--- config.mk ---
export PLATFORM = sky130hd
export DESIGN_NAME = mf2_control
export DESIGN_NICKNAME = d
export VERILOG_FILES = /design/src/cpc_exp_pkg.sv /design/src/mf2_control.sv
export SDC_FILE = /design/constraint.sdc
export NUM_CORES = 1
export LEC_CHECK = 0
export BUFFER_PORTS_ARGS = -buffer_cell sky130_fd_sc_hd__buf_2
export CORE_AREA = 2 2 39 41
export DETAILED_ROUTE_END_ITERATION = 7
export DIE_AREA = 0 0 41 43
export PLACE_DENSITY = 0.66
export SKIP_CTS_REPAIR_TIMING = 1
export SLEW_MARGIN = 10
export SYNTH_ARGS = -nofsm -noshare
export SYNTH_HDL_FRONTEND = slang
export SYNTH_SLANG_ARGS = --single-unit
--- constraint.sdc ---
create_clock -name clk_sys -period 1.5 [get_ports clk_sys]
set_input_delay 0.375 -clock clk_sys [delete_from_list [all_inputs] [get_ports clk_sys]]
set_output_delay 0.375 -clock clk_sys [all_outputs]
set_load 0.01 [all_outputs]
--- src/cpc_exp_pkg.sv ---
// Shared definitions for the expansion glue
//   RAM address union with flat and ROM page views
//   ROM page numbers for base and bad-extension ROMs
//   Cartridge entry points and paging port
//   I/O port bytes and shadow RAM store addresses

package cpc_exp_pkg;

	////////////////////////////////////////
	// External RAM address

	typedef union packed {
		logic [22:0] flat;
		struct packed {
			logic        rom;     // Upper half of RAM holds ROM pages
			logic  [7:0] page;
			logic [13:0] offset;  // 16 KB inside a page
		} fields;
	} ram_addr_u;

	////////////////////////////////////////
	// ROM pages

	localparam logic [8:0] ROM_PAGE_OS     = 9'h000;
	localparam logic [8:0] ROM_PAGE_BASIC  = 9'h100;
	localparam logic [8:0] ROM_PAGE_AMSDOS = 9'h107;
	localparam logic [8:0] ROM_PAGE_MF2    = 9'h1FF;
	localparam logic [8:0] ROM_PAGE_BAD    = 9'h1EE;  // Unused page for a malformed extension

	localparam logic [4:0] ROM_IDX_TAPE = 5'd4;  // First index that is not a ROM

	////////////////////////////////////////
	// Cartridge

	localparam logic [15:0] MF2_NMI_ADDR  = 16'h0066;
	localparam logic [15:0] MF2_HIDE_ADDR = 16'h0065;
	localparam logic [13:0] MF2_PORT_BASE = 14'h3FBA;  // FEE8 and FEEA

	// Upper port bytes
	localparam logic [7:0] PORT_GA        = 8'h7F;
	localparam logic [7:0] PORT_CRTC_SEL  = 8'hBC;
	localparam logic [7:0] PORT_CRTC_DATA = 8'hBD;
	localparam logic [7:0] PORT_PPI       = 8'hF7;
	localparam logic [7:0] PORT_ROMSEL    = 8'hDF;

	// Where each write-only register lands in cartridge RAM
	localparam logic [12:0] SHADOW_PEN_IDX   = 13'h1FCF;
	localparam logic [12:0] SHADOW_BORDER    = 13'h1FDF;
	localparam logic [12:0] SHADOW_PEN_BASE  = 13'h1F90;  // Plus pen 0..15
	localparam logic [12:0] SHADOW_MODE      = 13'h1FEF;
	localparam logic [12:0] SHADOW_BANK      = 13'h1FFF;
	localparam logic [12:0] SHADOW_CRTC_SEL  = 13'h1CFF;
	localparam logic [12:0] SHADOW_CRTC_BASE = 13'h1DB0;  // Plus CRTC register 0..15
	localparam logic [12:0] SHADOW_PPI       = 13'h17FF;
	localparam logic [12:0] SHADOW_ROMSEL    = 13'h1AAC;

endpackage

--- src/mf2_control.sv ---
// Cartridge control
//   NMI button arming and entry at 0066
//   Hide on fetch at 0065
//   Paging through ports FEE8 and FEEA
//   Window enables for cartridge ROM and RAM

`timescale 1ns/1ps

module mf2_control import cpc_exp_pkg::*; (
	input  logic        clk_sys,
	input  logic        reset,
	input  logic [15:0] cpu_addr,
	input  logic        io_wr,
	input  logic        m1,
	input  logic        key_nmi,
	input  logic  [1:0] mf2_mode,     // 0 enabled, 1 hidden, 2 disabled
	output logic        nmi,
	output logic        mf2_rom_en,
	output logic        mf2_ram_en,
	output logic        mf2_port_hit,
	output logic        mf2_active
);

	logic old_key_nmi;
	logic old_m1;
	logic old_io_wr;
	logic mf2_en;      // Paged into the low 16 KB
	logic mf2_hidden;
	logic key_edge;
	logic m1_edge;
	logic io_edge;

	assign key_edge     = key_nmi & ~old_key_nmi;
	assign m1_edge      = m1 & ~old_m1;
	assign io_edge      = io_wr & ~old_io_wr;
	assign mf2_port_hit = io_edge & (cpu_addr[15:2] == MF2_PORT_BASE);

	assign mf2_rom_en = mf2_en & (cpu_addr[15:13] == 3'b000);  // 0000-1FFF
	assign mf2_ram_en = mf2_en & (cpu_addr[15:13] == 3'b001);  // 2000-3FFF
	assign mf2_active = mf2_en;

	always_ff @(posedge clk_sys) begin
		if (reset) begin
			old_key_nmi <= 1'b0;
			old_m1      <= 1'b0;
			old_io_wr   <= 1'b0;
			mf2_en      <= 1'b0;
			mf2_hidden  <= |mf2_mode;
			nmi         <= 1'b0;
		end else begin
			old_key_nmi <= key_nmi;
			old_m1      <= m1;
			old_io_wr   <= io_wr;

			if (key_edge && !mf2_en && !mf2_mode[1])
				nmi <= 1'b1;

			// Page in when the CPU takes the NMI vector
			if (nmi && m1_edge && cpu_addr == MF2_NMI_ADDR) begin
				mf2_en     <= 1'b1;
				mf2_hidden <= 1'b0;
				nmi        <= 1'b0;
			end
			if (mf2_en && m1_edge && cpu_addr == MF2_HIDE_ADDR)
				mf2_hidden <= 1'b1;

			// A hidden cartridge never pages back in
			if (mf2_port_hit)
				mf2_en <= ~cpu_addr[1] & ~mf2_hidden;
		end
	end

endmodule

Yosys cells after proc, flatten, opt, wreduce, memory -nomap -nowiden
Index checks and enable logic that the tools add are counted.
{ "totals": {"out_inout_bits": 5, "regBits": 6} }
{ "classes": {"mux": 5, "reduce_logical": 13, "bitwise": 12, "n_eq_ne": 4} }
{ "ops": {"columns": ["op", "n"], "rows": [
  ["equality test 16 x 7 -> 1 bit (second input constant)", 2],
  ["equality test 14 bit (second input constant)", 1],
  ["bitwise AND 1 bit", 7],
  ["logical AND 1 bit", 6],
  ["two-way mux 1 bit", 5],
  ["NOT 1 bit", 5],
  ["OR reduction 2 bit", 2],
  ["equality test 3 x 1 -> 1 bit (second input constant)", 1],
  ["logical NOT 3 bit", 1],
  ["nonzero test 3 bit", 1],
  ["logical NOT 1 bit", 2],
  ["nonzero test 2 bit", 1]
]} }

Longest topological paths before layout
Gate-level depths: netlist of the first run.
{ "depth": {"word_depth": 7, "ltp_mapped": 4, "mapped_depth_nobuf": 4} }

Least setup slack after synthesis of the first run
Ideal clock, no wire load.
{ "synth_path": {"path_type": "input to register", "from": "input port cpu_addr[8]", "to": "register mf2_hidden, enable pin", "arrival_ns": 1.131, "path_buffers": 0, "path_stages": 4, "path_slack_ns": 0.078, "cell_sequence": "nand4bb_4 nand4b_2 nor3_1 or3_1"} }
{ "synth_between": {"elab_chain_len": 3} }
{ "synth_rtl": {"columns": ["element", "line_no", "text"], "rows": [
  ["from (decl)", "mf2_control.sv:12", "input logic [15:0] cpu_addr,"],
  ["equality test 16 x 7 -> 1 bit, on equally long branches", "mf2_control.sv:59, mf2_control.sv:64", null],
  ["logical AND 1 bit, on equally long branches", "mf2_control.sv:59, mf2_control.sv:64", null],
  ["nonzero test 3 bit (no source line) *", null, null],
  ["to (signal assigned)", "mf2_control.sv:48", "mf2_hidden <= |mf2_mode;"],
  ["to (decl)", "mf2_control.sv:28", "logic mf2_hidden;"]
]} }
Mark *: on every way between the ends. The rest lies on a longest branch, timed or not.
A chain may end at the register's enable or synchronous reset.

Worst setup path after layout of the first run
{ "layout_path": {"from": "input port cpu_addr[4]", "to": "output port mf2_port_hit"} }
{ "layout_between": {"elab_chain_len": 2} }
{ "layout_rtl": {"columns": ["element", "line_no", "text"], "rows": [
  ["equality test 14 bit", "mf2_control.sv:36", "assign mf2_port_hit = io_edge & (cpu_addr[15:2] == MF2_PORT_BASE);"],
  ["bitwise AND 1 bit", "mf2_control.sv:36", null],
  ["to (decl)", "mf2_control.sv:20", "output logic mf2_port_hit,"]
]} }
No other way between the ends.

==> results of run 1 <==
## cell usage after synthesis (2+ instances only)
cell / number
dfxtp_1: 5
nand4b_1: 2
nor2b_1: 3
nor3_1: 2
nor4b_1: 2
nor4b_2: 2
## worst max-delay path: stages
cell       delay [ns]
buf_6            0.09
nand4bb_4        0.23
nor4_4           0.29
buf_2            0.17
## path summary, 6_finish.rpt
path	start	end	slack, ns	depth (start not counted)
setup reg to reg	old_m1$_SDFF_PP0_	mf2_hidden$_DFFE_PP_	0.11	4
hold / removal	key_nmi	old_key_nmi$_SDFF_PP0_	0.36	2
hold reg to reg	old_key_nmi$_SDFF_PP0_	nmi$_SDFFE_PP0P_	0.51	3
setup / recovery	cpu_addr[4]	mf2_port_hit	-0.03	4
## placed cells by master, fill, tap and decap left out, drive strengths merged
cell type / n
buf: 34
dfxtp: 5
clkbuf: 4
nor4b: 4
nor2b: 3
nand4b: 3
nor4: 2
nor3: 2
nor2: 2
o21ai: 2
and4bb: 1
nand4bb: 1
nand4: 1
nand2: 1
nand3b: 1
or3: 1
o41ai: 1
inv: 1
o311a: 1
edfxtp: 1
## cell type report
| class | count | area share (%) |
|---|---|---|
| tap | 16 | 3.13 |
| clock buffer | 4 | 4.10 |
| timing repair buffer | 34 | 30.3 |
| inverter | 1 | 0.586 |
| sequential | 6 | 20.3 |
| multi-input combinational | 26 | 41.6 |
## stage by stage
stage	std cells	TNS, ns
floorplan	33	0
global placement	81	-0.235
detailed placement	81	-0.294
CTS	85	-0.101
global route	87	-0.0919
finish	87	-0.0285
## per-layer routing
| metal | track usage [%] | routed length (um) | share of wire, % | vias up |
|---|---|---|---|---|
| met5 | 0 | 0 | 0 | - |
| met1 | 16.7 | 431 | 43 | 197 |
| met4 | 6.00 | 0 | 0 | 0 |
| met2 | 22.5 | 531 | 53 | 7 |
| li1 | - | - | - | 211 |
| met3 | 4.71 | 36 | 3.6 | 0 |
## power by group through the flow
stage	sequential [mW]	combinational (mW)	clock (mW)
after floorplan	0.179	0.0235	0
after global placement	0.179	0.0725	0
after detailed placement	0.179	0.0738	0
after CTS	0.176	0.0743	0.172
after global routing	0.177	0.0860	0.180
final	0.176	0.0790	0.163
## cells by family after synthesis
kind of cell           Yosys count  share of synthesized area (%)
and+or+nand+nor                 22                           56.0
DFF                              6                           33.7
AOI/OAI and AO/OA                4                           9.38
buffers and inverters            1                          0.970
## sequential cells by signal, summed over array words and instances, names as in the netlist
name and count:
nmi 1, old_m1 1, old_key_nmi 1, old_io_wr 1
mf2_hidden 1, mf2_active 1
==> impl_metrics.yaml, run 1 <==
outcome:
  status: "complete, but fails checks"
  violations: "negative setup slack"
clocking:
  clk_pin_slew_ns: 0.04
  worstSkewPairLatency_ns: 0.25
  htreeDepth: 1
  cts_root_buffer: "clkbuf_4"
  cts_made_buffers: 3
  clk_path_buf_depth: 2
  cts.sinks: 6
  cts_tree: "done"
routing:
  dr.pass1.iters: 2
  drcViolationCount: 0
  first_iter_violations: 2
  wire_per_inst_um: 11.5
  ant_nets: 0
  drt-total-wl_um: 998
  vias_per_cell: 4.77
  dr_total_vias: 415
grt:
  grt_max_degree: 9
  grt_pass1_wl_um: 1690
  grt_overflow: 0
  antenna_found_initial: 0
  grt_pass1_vias: 436
  grt_usage_pct: 14.2
timing:
  rsz0062_at_grt: "true"
  fmax_ghz: 0.654
  setup_slack_ns: -0.0285
  finClkSkew_ns: 0.00987
  finalCriticalPeriod_ns: 1.53
  finalSetupViolations: 1
  fin_hold_ws_ns: 0.363
  tightest_slew_ns: 0.265
  relSlewSlack_pct: 82.1
  hold_viol: 0
  drv_slew: 0
  finalCritPeriodShare_pct: 102
power_and_ir_drop:
  pwr-share-comb_pct: 18.9
  seqPwrFrac_pct: 42.2
  swShare_pct: 23.8
  vdd_drop_max_mv: 0.421
  p_leak_nw: 0.303
  power_mw: 0.418
  p_sw_mw: 0.0997
  power.internal_mw: 0.319
  powerDensity_nw_per_um2: 653
  power.share.clock_pct: 38.9
run:
  cap_violations: 0
logic_synthesis:
  synth_area_um2: 387
  synth.avg_cell_area_um2: 11.7
  synth_ff_type: "dfxtp_1"
  yosys_warnings: 0
  synth_edf_count: 1
  synth_largest_area_cell: "dfxtp_1"
  synthArstFlopShare_pct: 0
  synth_top_area_share_pct: 25.9
  ys_top_cells_by_area: "dfxtp_1, edfxtp_1, nor4b_2, nand4bb_4, nor4_4"
  yosys_register_bits: 6
  synthDistinctLibCells: 23
  synth_fp_nets: 56
  synthCells: 33
  yosysSeqAreaShare_pct: 33.7
placement:
  placed_area_um2: 579
  dp_worst_setup_slack_ns: -0.119
  routabilityCongestion: 0.730
  io_buffer_count: 27
  dp_hpwl_um: 832
finish:
  area_growth_syn_to_layout_pct: 65.7
  multi_input_area_um2: 267
  drive_gt1_share_pct: 66.2
  seq_area_um2: 130
  antenna_cells: 0
  n_fill_cell: 146
  fin_nets: 95
  stdcell_area_um2: 641
  final_util_pct: 46.3
die:
  dieWidth_um: 41
  start_util_pct: 27.9
  row_count: 14
  ioPinCount: 28
  coreArea_um2: 1380
  die-area_um2: 1760
  die_y_um: 43
hold_path:
  hp-class: "input port to register"
setup_path:
  cp-end-kind: "primary output"
  cp.required_ns: 1.12
  critPathMaxFanout: 2
  cp-start-kind: "input port"
  critical_path_class: "input port to primary output"
  critPathArrivalTime_ns: 1.15
Power figures use the tool's default switching activity.
==> inputs of run 2 (changes only) <==
--- a/config.mk
+++ b/config.mk
@@ -5,12 +5,12 @@
 export SDC_FILE = /design/constraint.sdc
 export NUM_CORES = 1
 export LEC_CHECK = 0
+export ABC_AREA = 1
 export BUFFER_PORTS_ARGS = -buffer_cell sky130_fd_sc_hd__buf_2
 export CORE_AREA = 2 2 39 41
 export DETAILED_ROUTE_END_ITERATION = 7
 export DIE_AREA = 0 0 41 43
 export PLACE_DENSITY = 0.66
-export SKIP_CTS_REPAIR_TIMING = 1
 export SLEW_MARGIN = 10
 export SYNTH_ARGS = -nofsm -noshare
 export SYNTH_HDL_FRONTEND = slang
==> impl_metrics.yaml, run 2 <==
outcome:
  status: "finished clean"
die:
  row_count: 14
  start_util_pct: 28.4
  die_y_um: 43
  coreArea_um2: 1380
  dieWidth_um: 41
  ioPinCount: 28
  die-area_um2: 1760
finish:
  stdcell_area_um2: 574
  area_growth_syn_to_layout_pct: 46.2
  final_util_pct: 41.5
  layout_common_cells: "buf_2, inv_1, nor2_1, nand2_1"
  fin_nets: 114
  mostFrequentLayoutCell: "buf_2"
  drive_gt1_share_pct: 42.2
  antenna_cells: 0
  fin_cells: 106
timing:
  fmax_ghz: 0.723
  relSlewSlack_pct: 83.0
  fin_hold_ws_ns: 0.343
  hold_viol: 0
  finalCriticalPeriod_ns: 1.38
  setup_tns_ns: 0
  finalCritPeriodShare_pct: 92.2
  drv_slew: 0
  finClkSkew_ns: 0.00744
  setup_slack_ns: 0.117
  finalSetupViolations: 0
  rsz0062_at_grt: "false"
  tightest_slew_ns: 0.253
logic_synthesis:
  yosysSeqAreaShare_pct: 33.1
  synth.avg_cell_area_um2: 6.66
  synth.top_cells.by_count: "inv_1, nor2_1, nand2_1"
  synth_fp_nets: 82
  yosysMostFrequentCell: "inv_1"
  synth_largest_area_cell: "dfxtp_1"
  yosys_register_bits: 6
  ys_top_cells_by_area: "dfxtp_1, inv_1, nor2_1, nand2_1, nor2_2"
  synthCells: 59
  yosys_warnings: 0
  synthArstFlopShare_pct: 0
  synth_ff_type: "dfxtp_1"
  synth_area_um2: 393
  synth_edf_count: 1
  synth_top_area_share_pct: 25.5
  synthDistinctLibCells: 16
routing:
  drcViolationCount: 0
  dr.pass1.iters: 6
  wl_met2_um: 407
  dr_total_vias: 457
  drt-met1-wl_um: 393
  wl_met3_um: 95
  ant_nets: 0
  wire_per_inst_um: 8.58
  vias_per_cell: 4.31
  first_iter_violations: 4
  drt-total-wl_um: 910
  highest_layer: "met4"
setup_path:
  critPathMaxStageDelay_ns: 0.13
  rr_worst_depth: 4
  cp.required_ns: 1.12
  path_depth: 7
  crit_family: "simple AND/OR/NAND/NOR gates"
  critPathMaxFanout: 2
  worst_path_most_repeated_cell: "buf_2"
  critical_path_class: "input port to primary output"
  critPathArrivalTime_ns: 1.01
  cp-end-kind: "primary output"
  cpMaxStageDelayCell: "buf_2"
  cp-start-kind: "input port"
  cp_cell_sequence: "buf_2 -> nor2_2 -> nand3_1 -> nor2_1 -> nand2_1 -> inv_1 -> buf_2"
  worst-path-buf-inv: 3
clocking:
  post_cts_buffers: 0
  cts_made_buffers: 3
  cts_root_buffer: "clkbuf_4"
  clk_pin_slew_ns: 0.05
  htreeDepth: 1
  clk_path_buf_depth: 2
  cts_tree: "done"
  worstSkewPairLatency_ns: 0.25
  post_cts_resized: 0
  hold_buffers: 0
  cts.sinks: 6
placement:
  routabilityCongestion: 0.688
  dp.cells: 102
  placed_area_um2: 548
  dp_hpwl_um: 758
  dp_worst_setup_slack_ns: 0.101
  io_buffer_count: 27
grt:
  grt_pass1_wl_um: 1450
  antenna_found_initial: 0
  grt_pass1_vias: 388
  grt_overflow: 0
  grt_max_degree: 6
  grt_usage_pct: 12.0
hold_path:
  hp-class: "input port to register"
  hold_depth: 3
power_and_ir_drop:
  power_mw: 0.410
  p_leak_nw: 0.306
  vdd_drop_max_mv: 0.374
  powerDensity_nw_per_um2: 713
run:
  cap_violations: 0
==> run 2: changes by cell type in the layout (fill, tap and decap cells not counted), moves of 2 or more <==
| cell | delta |
|---|---|
| nor4b_1 | -2 |
| nand4_1 | +2 |
| nand4b_1 | -2 |
| inv_1 | +11 |
| nor2_1 | +10 |
| nor2_2 | +4 |
| buf_4 | -7 |
| nand3_1 | +3 |
| nor2b_1 | -3 |
| nand2_1 | +9 |
==> run 2: worst paths after layout <==
kind	from	end	slack [ns]
max	cpu_addr[4]	mf2_port_hit	0.12
min	m1	old_m1$_SDFF_PP0_	0.34
max reg2reg	mf2_active$_SDFFE_PP0P_	mf2_hidden$_DFFE_PP_	0.36
min reg2reg	mf2_hidden$_DFFE_PP_	mf2_active$_SDFFE_PP0P_	0.53
==> run 2: routing by layer <==
metal,vias to the layer above,GRT usage (%)
met1,185,15.8
li1,248,-
met3,2,1.57
met4,0,8.00
met5,-,0
met2,22,17.5
==> run 2: where the power goes <==
| part | internal (mW) | switching, mW | total, mW |
|---|---|---|---|
| clock network | 0.101 | 0.0641 | 0.165 |
| logic | 0.0340 | 0.0337 | 0.0677 |
| registers | 0.173 | 0.00377 | 0.177 |
| total | 0.308 | 0.102 | 0.410 |
==> run 2: cells by family (layout without fill, tap and decap cells) <==
group | count (synthesis) | after routing | synth area share (%)
flip-flops | 6 | 6 | 33.1
AND/OR/NAND/NOR | 38 | 38 | 49.4
buffers and inverters | 12 | 43 | 11.5
AO/OA/AOI/OAI | 3 | 3 | 6.05
==> run 2: final cells by class <==
cell class | count | area, um^2
clock buffer | 4 | 26.3
fill | 163 | 810
inverter | 12 | 45.0
multi-input combinational | 41 | 218
sequential | 6 | 130
tap | 16 | 20.0
timing repair buffer | 27 | 135
==> run 2: worst register-to-register path: cells and delay by family (launching register included) <==
kind | cells | cell delay (ns)
DFF | 1 | 0.40
and+or+nand+nor | 4 | 0.46
