$ cat config.mk
export PLATFORM = sky130hd
export DESIGN_NAME = ram_port_mux
export DESIGN_NICKNAME = d
export VERILOG_FILES = /design/src/cpc_exp_pkg.sv /design/src/ram_port_mux.sv
export SDC_FILE = /design/constraint.sdc
export NUM_CORES = 1
export LEC_CHECK = 0
export BUFFER_PORTS_ARGS = -buffer_cell sky130_fd_sc_hd__buf_2
export CAP_MARGIN = 30
export CELL_PAD_IN_SITES_DETAIL_PLACEMENT = 1
export CELL_PAD_IN_SITES_GLOBAL_PLACEMENT = 1
export CORE_UTILIZATION = 13
export DETAILED_ROUTE_END_ITERATION = 7
export PLACE_DENSITY = 0.84
export SLEW_MARGIN = 10
export SYNTH_ARGS = -nofsm -noshare
export SYNTH_HDL_FRONTEND = slang
export SYNTH_SLANG_ARGS = --single-unit
$ cat constraint.sdc
create_clock -name clk_sys -period 1.13 [get_ports clk_sys]
set_clock_uncertainty 0.1 [all_clocks]
set_input_delay 0.1695 -clock clk_sys [delete_from_list [all_inputs] [get_ports clk_sys]]
set_output_delay 0.1695 -clock clk_sys [all_outputs]
set_load 0.1 [all_outputs]
$ cat src/cpc_exp_pkg.sv
// Shared definitions for the expansion glue
//   RAM address union with flat and ROM page views
//   ROM page numbers for base and bad-extension ROMs
//   Cartridge entry points and paging port
//   I/O port bytes and shadow RAM store addresses

package cpc_exp_pkg;

	////////////////////////////////////////
	// External RAM address

	typedef union packed {
		logic [22:0] flat;
		struct packed {
			logic        rom;     // Upper half of RAM holds ROM pages
			logic  [7:0] page;
			logic [13:0] offset;  // 16 KB inside a page
		} fields;
	} ram_addr_u;

	////////////////////////////////////////
	// ROM pages

	localparam logic [8:0] ROM_PAGE_OS     = 9'h000;
	localparam logic [8:0] ROM_PAGE_BASIC  = 9'h100;
	localparam logic [8:0] ROM_PAGE_AMSDOS = 9'h107;
	localparam logic [8:0] ROM_PAGE_MF2    = 9'h1FF;
	localparam logic [8:0] ROM_PAGE_BAD    = 9'h1EE;  // Unused page for a malformed extension

	localparam logic [4:0] ROM_IDX_TAPE = 5'd4;  // First index that is not a ROM

	////////////////////////////////////////
	// Cartridge

	localparam logic [15:0] MF2_NMI_ADDR  = 16'h0066;
	localparam logic [15:0] MF2_HIDE_ADDR = 16'h0065;
	localparam logic [13:0] MF2_PORT_BASE = 14'h3FBA;  // FEE8 and FEEA

	// Upper port bytes
	localparam logic [7:0] PORT_GA        = 8'h7F;
	localparam logic [7:0] PORT_CRTC_SEL  = 8'hBC;
	localparam logic [7:0] PORT_CRTC_DATA = 8'hBD;
	localparam logic [7:0] PORT_PPI       = 8'hF7;
	localparam logic [7:0] PORT_ROMSEL    = 8'hDF;

	// Where each write-only register lands in cartridge RAM
	localparam logic [12:0] SHADOW_PEN_IDX   = 13'h1FCF;
	localparam logic [12:0] SHADOW_BORDER    = 13'h1FDF;
	localparam logic [12:0] SHADOW_PEN_BASE  = 13'h1F90;  // Plus pen 0..15
	localparam logic [12:0] SHADOW_MODE      = 13'h1FEF;
	localparam logic [12:0] SHADOW_BANK      = 13'h1FFF;
	localparam logic [12:0] SHADOW_CRTC_SEL  = 13'h1CFF;
	localparam logic [12:0] SHADOW_CRTC_BASE = 13'h1DB0;  // Plus CRTC register 0..15
	localparam logic [12:0] SHADOW_PPI       = 13'h17FF;
	localparam logic [12:0] SHADOW_ROMSEL    = 13'h1AAC;

endpackage

$ cat src/ram_port_mux.sv
// External RAM port mux
//   Loader path during reset or ROM download
//   CPU path gated by cartridge windows and ROM mask
//   Model bank latch

`timescale 1ns/1ps

module ram_port_mux import cpc_exp_pkg::*; (
	input  logic        clk_sys,
	input  logic        reset,
	input  logic        rom_loading,
	input  logic        boot_wr,
	input  ram_addr_u   boot_a,
	input  logic        boot_bank,
	input  logic  [7:0] boot_dout,
	input  ram_addr_u   ram_a,
	input  logic [15:0] cpu_addr,
	input  logic  [7:0] cpu_dout,
	input  logic        mem_rd,
	input  logic        mem_wr,
	input  logic        model,
	input  logic        mf2_rom_en,
	input  logic        mf2_ram_en,
	input  logic        rom_mask,
	output logic        mem_oe,
	output logic        mem_we,
	output ram_addr_u   mem_addr,
	output logic        mem_bank,
	output logic  [7:0] mem_din
);

	logic model_q;
	logic boot_sel;

	assign boot_sel = reset | rom_loading;

	always_ff @(posedge clk_sys) begin
		if (reset)
			model_q <= model;  // Applied on reset only
	end

	always_comb begin
		if (boot_sel) begin
			mem_oe   = 1'b0;
			mem_we   = boot_wr;
			mem_addr = boot_a;
			mem_bank = boot_bank;
			mem_din  = boot_dout;
		end else begin
			mem_oe        = mem_rd & ~mf2_ram_en & ~rom_mask;
			mem_we        = mem_wr & ~mf2_ram_en & ~mf2_rom_en;
			mem_addr.flat = mf2_rom_en ? {ROM_PAGE_MF2, cpu_addr[13:0]} : ram_a.flat;
			mem_bank      = model_q;
			mem_din       = cpu_dout;
		end
	end

endmodule

Word level (Yosys, flattened, before mapping)
Cells that the tools add are included.
W data, S select, Z words.
{"block": "classes", "n_bitwise": 8, "mux": 6}
{"operator": "$mux W23", "count": 2}
{"operator": "$mux W8", "count": 1}
{"operator": "$and A1 B1 Y1", "count": 4}
{"operator": "$mux W1", "count": 3}
{"operator": "$not A1 Y1", "count": 3}
{"operator": "$or A1 B1 Y1", "count": 1}
{"block": "word_totals", "ff_bits": 1, "word_cells": 15, "output_inout_bits": 34}

Logic depth before layout (Yosys ltp)
Gate-level depths: netlist of the first run.
{"block": "depth", "ltp_word": 4, "depth_mapped": 4, "ltp_nobuf": 2}

Worst setup path after synthesis of the first run
No wires, ideal clock.
{"block": "synth_timing", "kind": "input-to-output", "start": "input port rom_loading", "end": "output port mem_addr[10] (netlist name)", "n_path_buf": 2, "slack_ps": -1961, "arrival_ps": 2821, "required_time_ps": 861, "cell_stages": 4, "path_cell_list": "or2_1 buf_6 clkbuf_1 o21ai_0"}
{"element": "from (decl)", "line_no": "ram_port_mux.sv:11", "rtl": "input logic rom_loading,"}
{"element": "to (decl)", "line_no": "ram_port_mux.sv:27", "rtl": "output ram_addr_u mem_addr,"}

==> results.py, run 1 <==
metrics = {
    "yosys": {
        "netlist_area_um2": 663,
        "synth_top_area_cell": "o21ai_0",
        "yosysTopAreaCellShare_pct": 35.5,
        "syn_avg_cell_area_um2": 6.98,
        "synth_cell_types": 14,
        "synth_area_leaders": "o21ai_0 35%, mux2i_1 21%, mux2_4 11%, mux2_2 6.8%, nor2_1 5.1%",
        "synth_fp_nets": 184,
        "yosysWarnings": 0,
        "netlist_instances": 95,
        "yosysSeqAreaShare_pct": 4.53,
        "ys_seq_elements": 1,
    },
    "finish": {
        "instances_no_fill": 297,
        "antennaDiodeCount": 0,
        "final_util_pct": 50.3,
        "layout_commonest_cell": "buf_2",
        "fill_cells": 559,
        "area_delta_synth_final_pct": 266,
        "layout-drive-gt1-share_pct": 79.6,
        "final_cell_mix": "84 x buf_2, 38 x buf_12, 23 x o21ai_4, 22 x o21ai_0, 16 x buf_4",
        "top_regs": "model_q x1",
        "final_nets": 321,
        "largest-register": "model_q",
        "largest_reg_flops": 1,
        "final_cell_area_mm2": 0.00242,
    },
    "placed_design": {
        "place_inst": 292,
        "placed_cell_area_mm2": 0.00225,
        "pre_cts_ws_ns": -0.474,
        "gp_congestion": 0.651,
        "portBuffers": 120,
        "dp_hpwl_um": 3630,
    },
    "sta": {
        "hold_viol_final": 0,
        "setup_viol": 34,
        "tns_ns": -11.43,
        "slew_headroom_pct": 75.0,
        "min_period_over_period_pct": 132,
        "fin_crit_ns": 1.49,
        "fmax_mhz": 672,
        "grt_setup_unrepaired": "true",
        "worstMarginPinSlew_ns": 0.370,
        "maxSlewViolCount": 0,
        "setup_ws_ns": -0.357,
    },
    "global_routing": {
        "overflow": 0,
        "grt_start_max_net_pins": 26,
        "antenna_found_initial": 0,
        "grt_pass1_vias": 1471,
        "track_usage_pct": 16.0,
        "grt_pass1_wl_um": 6720,
    },
    "run_status": {
        "outcome": "finished, violations left",
        "violations": "setup timing",
    },
    "pwr": {
        "p_leak_nw": 1.14,
        "pwr-share-clk_pct": 0,
        "peakVddDrop_v": 0.000332,
        "swShare_pct": 58.8,
        "seqPwrFrac_pct": 2.4,
        "power.switching_w": 0.00112,
        "powerDensity_mw_per_mm2": 786,
        "combPwrFrac_pct": 97.6,
        "p_int_w": 0.000786,
    },
    "floorplanning": {
        "core-area_mm2": 0.00482,
        "io_pins": 123,
        "dieWidth_um": 73.4,
        "die_area_mm2": 0.00539,
        "die_y_um": 73.4,
        "num_rows": 25,
        "start_util_pct": 13.8,
    },
    "worst_setup_path": {
        "cp.arrival_ns": 1.22,
        "endpoint_kind": "output port",
        "worst-path-max-fanout": 6,
        "cp-start-kind": "input pin",
        "worstSetupPathType": "in2out",
        "startpoint": "reset",
        "cp.required_ns": 0.86,
    },
    "min_path": {
        "min_from": "model",
        "worstHoldPathType": "in2reg",
    },
    "route": {
        "vias_per_cell": 4.45,
        "first_iter_violations": 9,
        "wl_um": 4540,
        "routedWlPerCell_um": 15.3,
        "vias": 1323,
        "dr.pass1.iters": 3,
        "ant_nets": 0,
        "drc": 0,
    },
    "clock_network": {
        "cts.clk_slew.worst_paths_ns": 0,
        "cts.hold.buffers_added": 0,
    },
    "flow_run": {
        "maxCapViolations": 0,
    },
}
metal layers:
layer	vias to the layer above	share of wire, %	GRT usage (%)
met2	71	59	36.7
met1	625	32	14.5
met4	0	1.0	1.50
li1	623	-	-
met3	4	8.1	2.47
met5	-	0	0
metrics by stage:
step / total power [W] / hold WS [ns]
floorplan: 0.00111 / 0.168
global placement: 0.00181 / 0.248
detailed placement: 0.00184 / 0.254
CTS: 0.00189 / 0.255
global route: 0.00197 / 0.264
finish: 0.00191 / 0.255
critical path: stages:
cell and delay [ns]:
buf_6 0.09, or2_4 0.29, buf_12 0.16, buf_12 0.14
o21ai_4 0.16, buf_12 0.19
worst paths after layout:
check	to	depth (start not counted)
max	mem_addr[6]	6
min	model_q	1
synthesized netlist by cell type:
cell type and count:
o21ai_0 47, mux2i_1 14, nor2_1 9, clkbuf_1 7, mux2_4 5, mux2_2 4, buf_2 2, buf_6 1
buf_8 1, edfxtp_1 1, inv_1 1, nor4b_2 1, o41ai_2 1, or2_1 1
power by group through the flow:
stage	combinational [W]	sequential, W	clock (W)
floorplan	0.00107	0.0000453	0
global placement	0.00176	0.0000453	0
detailed placement	0.00180	0.0000457	0
CTS	0.00184	0.0000457	0
global route	0.00193	0.0000461	0
finish	0.00186	0.0000457	0
cells by family after synthesis:
kind of cell           share of synthesized area (%)
multiplexers                                    39.2
AND/OR/NAND/NOR                                 8.30
AO/OA/AOI/OAI                                   37.9
flip-flops                                      4.53
buffers and inverters                           10.0
layout make-up:
class | instances | area (um^2) | area share [%]
flip-flops and latches | 1 | 30.0 | 1.24
inverters | 1 | 3.75 | 0.155
multi-input cells | 82 | 865 | 35.7
repair buffers | 146 | 1440 | 59.5
well taps | 67 | 83.8 | 3.46
repair_timing:
item	4_1_cts	5_1_grt
resized for setup	11	7
setup endpoints to repair	34	34
buffers inserted	2	0
pin swaps	6	4
endpoints found under the hold margin	0	0
cloned	1	2
No activity file was read; power rests on OpenSTA's default activity.
==> inputs of run 2 (changes only) <==
--- a/config.mk
+++ b/config.mk
@@ -12,7 +12,8 @@
 export CORE_UTILIZATION = 13
 export DETAILED_ROUTE_END_ITERATION = 7
 export PLACE_DENSITY = 0.84
-export SLEW_MARGIN = 10
+export SKIP_LAST_GASP = 1
+export SLEW_MARGIN = 20
 export SYNTH_ARGS = -nofsm -noshare
 export SYNTH_HDL_FRONTEND = slang
 export SYNTH_SLANG_ARGS = --single-unit
==> results.py, run 2 (same netlist as run 1, synthesis figures left out) <==
metrics = {
    "run_status": {
        "outcome": "finished, violations left",
        "violations": "setup timing",
    },
    "route": {
        "vias_per_cell": 4.43,
        "wl_um": 4420,
        "routedWlPerCell_um": 15.0,
        "drc": 0,
        "first_iter_violations": 14,
        "vias": 1306,
        "ant_nets": 0,
        "dr.pass1.iters": 3,
    },
    "floorplanning": {
        "num_rows": 25,
        "die_y_um": 73.4,
        "die_area_mm2": 0.00539,
        "start_util_pct": 13.8,
        "io_pins": 123,
        "core-area_mm2": 0.00482,
        "dieWidth_um": 73.4,
    },
    "placed_design": {
        "dp_hpwl_um": 3630,
        "gp_congestion": 0.651,
        "place_inst": 292,
        "portBuffers": 120,
    },
    "pwr": {
        "total_power_w": 0.00188,
        "powerDensity_mw_per_mm2": 795,
        "p_leak_nw": 1.11,
        "peakVddDrop_v": 0.000332,
    },
    "clock_network": {
        "cts.clk_slew.worst_paths_ns": 0,
    },
    "global_routing": {
        "grt_pass1_vias": 1477,
        "overflow": 0,
        "grt_pass1_wl_um": 6720,
        "grt_start_max_net_pins": 26,
        "track_usage_pct": 16.0,
        "antenna_found_initial": 0,
    },
    "sta": {
        "setup_viol": 34,
        "grt_setup_unrepaired": "true",
        "fmax_mhz": 677,
        "slew_headroom_pct": 74.8,
        "fin_crit_ns": 1.48,
        "maxSlewViolCount": 0,
        "hold_viol_final": 0,
        "worstMarginPinSlew_ns": 0.373,
        "min_period_over_period_pct": 131,
        "setup_ws_ns": -0.348,
    },
    "finish": {
        "largest_reg_flops": 1,
        "layout_commonest_cell": "buf_2",
        "top_regs": "model_q x1",
        "largest-register": "model_q",
        "layout-drive-gt1-share_pct": 79.4,
        "area_delta_synth_final_pct": 258,
        "final_nets": 319,
        "final_cell_mix": "84 x buf_2, 38 x buf_12, 23 x o21ai_4, 22 x o21ai_0, 17 x buf_4",
        "antennaDiodeCount": 0,
        "final_util_pct": 49.2,
        "instances_no_fill": 295,
    },
    "worst_setup_path": {
        "cp.required_ns": 0.86,
        "worst-path-max-fanout": 9,
        "worstSetupPathType": "in2out",
        "cp-start-kind": "input pin",
        "cp.arrival_ns": 1.21,
        "endpoint_kind": "output port",
    },
    "min_path": {
        "worstHoldPathType": "in2reg",
    },
    "flow_run": {
        "maxCapViolations": 0,
    },
}
==> run 2: cell types whose count changed in the layout (fill, tap and decap cells not counted), sizes merged <==
cell    delta
clkbuf     -2
==> run 2: worst max-delay path, cell delays in order <==
cell and delay [ns]:
buf_6 0.09, or2_4 0.28, buf_12 0.16, buf_4 0.16, o21ai_4 0.15, buf_12 0.19
==> run 2: metal layers <==
| metal | vias to the layer above | part of all wire [%] | wire [um] | GRT usage [%] |
|---|---|---|---|---|
| li1 | 618 | - | - | - |
| met1 | 615 | 32 | 1420 | 14.5 |
| met2 | 69 | 58 | 2580 | 36.4 |
| met3 | 4 | 8.4 | 372 | 2.47 |
| met4 | 0 | 1.1 | 47 | 2.14 |
| met5 | - | 0 | 0 | 0 |
==> run 2: repair_timing <==
action                     in CTS  in global routing
pin swaps                       5                  4
hold buffers                    0                  0
gates cloned                    1                  0
setup buffers                   2                  0
setup endpoints to repair      34                 34
gates resized for setup        10                  7
==> run 2: worst paths after layout <==
kind | startpoint | to | slack [ns] | cells past startpoint
max | reset | mem_addr[5] | -0.35 | 6
min | model | model_q | 0.26 | 1
==> run 2: layout make-up <==
cell class / count / area [um^2]
Fill cell: 562 / 2450
Timing Repair Buffer: 144 / 1390
Multi-Input combinational cell: 82 / 865
Tap cell: 67 / 83.8
Sequential cell: 1 / 30.0
Inverter: 1 / 3.75
==> run 2: through the flow <==
step / worst slack [ns] / setup TNS [ns] / area [um^2] / hold slack [ns]
after floorplan: -0.861 / -15.89 / 928 / 0.168
after global placement: -0.432 / -13.05 / 2250 / 0.248
after detailed placement: -0.474 / -13.84 / 2250 / 0.254
after CTS: -0.418 / -11.26 / 2350 / 0.255
after global routing: -0.373 / -11.67 / 2370 / 0.264
final: -0.348 / -11.02 / 2370 / 0.255
==> run 2: power by group <==
group	switching [W]	internal [W]	total, W
combinational	0.00111	0.000724	0.00184
clock	0	0	0
sequential	0.000000824	0.0000449	0.0000457
total	0.00112	0.000769	0.00188
==> inputs of run 3 (changes only) <==
--- a/config.mk
+++ b/config.mk
@@ -5,13 +5,15 @@
 export SDC_FILE = /design/constraint.sdc
 export NUM_CORES = 1
 export LEC_CHECK = 0
+export ABC_AREA = 1
 export BUFFER_PORTS_ARGS = -buffer_cell sky130_fd_sc_hd__buf_2
 export CAP_MARGIN = 30
 export CELL_PAD_IN_SITES_DETAIL_PLACEMENT = 1
 export CELL_PAD_IN_SITES_GLOBAL_PLACEMENT = 1
-export CORE_UTILIZATION = 13
+export CORE_MARGIN = 2
+export CORE_UTILIZATION = 12
 export DETAILED_ROUTE_END_ITERATION = 7
-export PLACE_DENSITY = 0.84
+export PLACE_DENSITY = 0.82
 export SKIP_LAST_GASP = 1
 export SLEW_MARGIN = 20
 export SYNTH_ARGS = -nofsm -noshare
==> results.py, run 3 <==
metrics = {
    "route": {
        "vias_per_cell": 4.07,
        "wl_met1_um": 1850,
        "first_iter_violations": 18,
        "drc": 0,
        "routedWlPerCell_um": 14.0,
        "ant_nets": 0,
        "dr.pass1.iters": 2,
        "wl_um": 5240,
        "dr.max_layer_used": "met4",
        "route.met3.wl_um": 533,
        "route.met2.wl_um": 2850,
        "vias": 1526,
    },
    "finish": {
        "final_cell_mix": "83 x buf_2, 42 x nand2_1, 40 x nand2_4, 38 x buf_12, 30 x inv_1",
        "antennaDiodeCount": 0,
        "final_util_pct": 47.0,
        "top_regs": "model_q x1",
        "layout_commonest_cell": "buf_2",
        "area_delta_synth_final_pct": 280,
        "largest_reg_flops": 1,
        "fill_cells": 710,
        "layout-drive-gt1-share_pct": 74.7,
        "largest-register": "model_q",
        "final_nets": 391,
    },
    "worst_setup_path": {
        "crit_slowest_cell": "nor2_4",
        "cpPeakStageDelay_ns": 0.19,
        "endpoint_kind": "output port",
        "cp.required_ns": 0.86,
        "worstPathCellList": "buf_6, nor2_4, buf_6, buf_12, nand3_2, nand2_4, buf_12",
        "cp-start-kind": "input pin",
        "cp.arrival_ns": 1.10,
        "worstSetupPathType": "in2out",
        "worst-path-max-fanout": 7,
    },
    "global_routing": {
        "antenna_found_initial": 0,
        "grt_pass1_wl_um": 7760,
        "track_usage_pct": 14.5,
        "grt_start_max_net_pins": 16,
        "overflow": 0,
        "grt_pass1_vias": 1635,
    },
    "floorplanning": {
        "die_y_um": 81.9,
        "num_rows": 28,
        "core-area_mm2": 0.00589,
        "start_util_pct": 12.4,
        "die_area_mm2": 0.00671,
        "io_pins": 123,
        "dieWidth_um": 81.9,
    },
    "run_status": {
        "violations": "setup timing",
        "outcome": "finished, violations left",
    },
    "yosys": {
        "yosysSeqAreaShare_pct": 4.12,
        "yosysTopAreaCellShare_pct": 53.1,
        "yosysWarnings": 0,
        "syn_avg_cell_area_um2": 4.21,
        "synth_area_leaders": "nand2_1 53%, inv_1 15%, nand3_1 10%, buf_2 6.2%, edfxtp_1 4.1%",
        "ys.flop_type": "edfxtp_1",
        "synth_edf_count": 1,
        "synth-async-reset-ratio_pct": 0,
        "synth_fp_nets": 262,
        "ys_seq_elements": 1,
        "netlist_instances": 173,
        "synthTopCellsByCount": "103 x nand2_1, 30 x inv_1, 15 x nand3_1, 9 x buf_2, 5 x o21ai_0",
        "yosysMostFrequentCell": "nand2_1",
        "synth_top_area_cell": "nand2_1",
        "synth_cell_types": 11,
        "netlist_area_um2": 728,
    },
    "sta": {
        "maxSlewViolCount": 0,
        "grt_setup_unrepaired": "true",
        "hold_ws_ns": 0.252,
        "tns_ns": -7.09,
        "setup_ws_ns": -0.244,
        "hold_viol_final": 0,
        "worstMarginPinSlew_ns": 0.249,
        "setup_viol": 34,
        "min_period_over_period_pct": 122,
        "fin_crit_ns": 1.37,
        "fmax_mhz": 728,
        "slew_headroom_pct": 83.4,
    },
    "pwr": {
        "powerDensity_mw_per_mm2": 728,
        "p_leak_nw": 1.45,
        "peakVddDrop_v": 0.000370,
    },
    "clock_network": {
        "cts.clk_slew.worst_paths_ns": 0,
    },
    "placed_design": {
        "portBuffers": 120,
        "dp_hpwl_um": 3930,
        "gp_congestion": 0.716,
        "pre_cts_ws_ns": -0.290,
    },
    "min_path": {
        "worstHoldPathType": "in2reg",
    },
    "flow_run": {
        "maxCapViolations": 0,
    },
}
[run 3: area by class of cell]
| class | count | area [um^2] | share of cell area (%) |
|---|---|---|---|
| multi-input cells | 131 | 1150 | 41.5 |
| repair buffers | 136 | 1370 | 49.5 |
| well taps | 75 | 93.8 | 3.39 |
| flip-flops and latches | 1 | 30.0 | 1.09 |
| inverters | 32 | 125 | 4.52 |
[run 3: through the flow]
stage | instances | total power [W] | area (um^2)
2_1_floorplan | 173 | 0.00111 | 990
3_3_place_gp | 368 | 0.00178 | 2240
3_5_place_dp | 368 | 0.00181 | 2240
4_1_cts | 374 | 0.00196 | 2590
5_1_grt | 375 | 0.00210 | 2770
6_report | 375 | 0.00202 | 2770
[run 3: worst paths after layout]
kind	depth (start not counted)	slack [ns]	to	from
max	7	-0.24	mem_addr[1]	rom_loading
min	1	0.25	model_q	model
[run 3: layer usage]
layer,vias up,GRT usage [%]
li1,763,-
met1,687,15.4
met2,74,29.8
met3,2,3.41
met4,0,0.500
met5,-,0
[run 3: report_power, final]
part           internal (W)  switching (W)
clock                     0              0
combinational      0.000741        0.00123
sequential        0.0000449    0.000000813
[run 3: what timing repair did]
action | 4_1_cts | 5_1_grt
hold buffers | 0 | 0
cloned | 2 | 1
pin swaps | 16 | 22
setup endpoints to repair | 34 | 34
buffers inserted | 4 | 0
resized for setup | 73 | 27
[run 3: cells by family (layout without fill, tap and decap cells)]
kind of cell	count (synthesis)	after routing	share of synthesized area, %
AO/OA/AOI/OAI	9	9	6.19
flip-flops	1	1	4.12
AND/OR/NAND/NOR	122	122	67.0
buffers and inverters	41	168	22.7
[run 3: critical path, delay by kind of cell]
kind | cells | cell delay [ns]
buffers and inverters | 4 | 0.57
AND/OR/NAND/NOR | 3 | 0.37
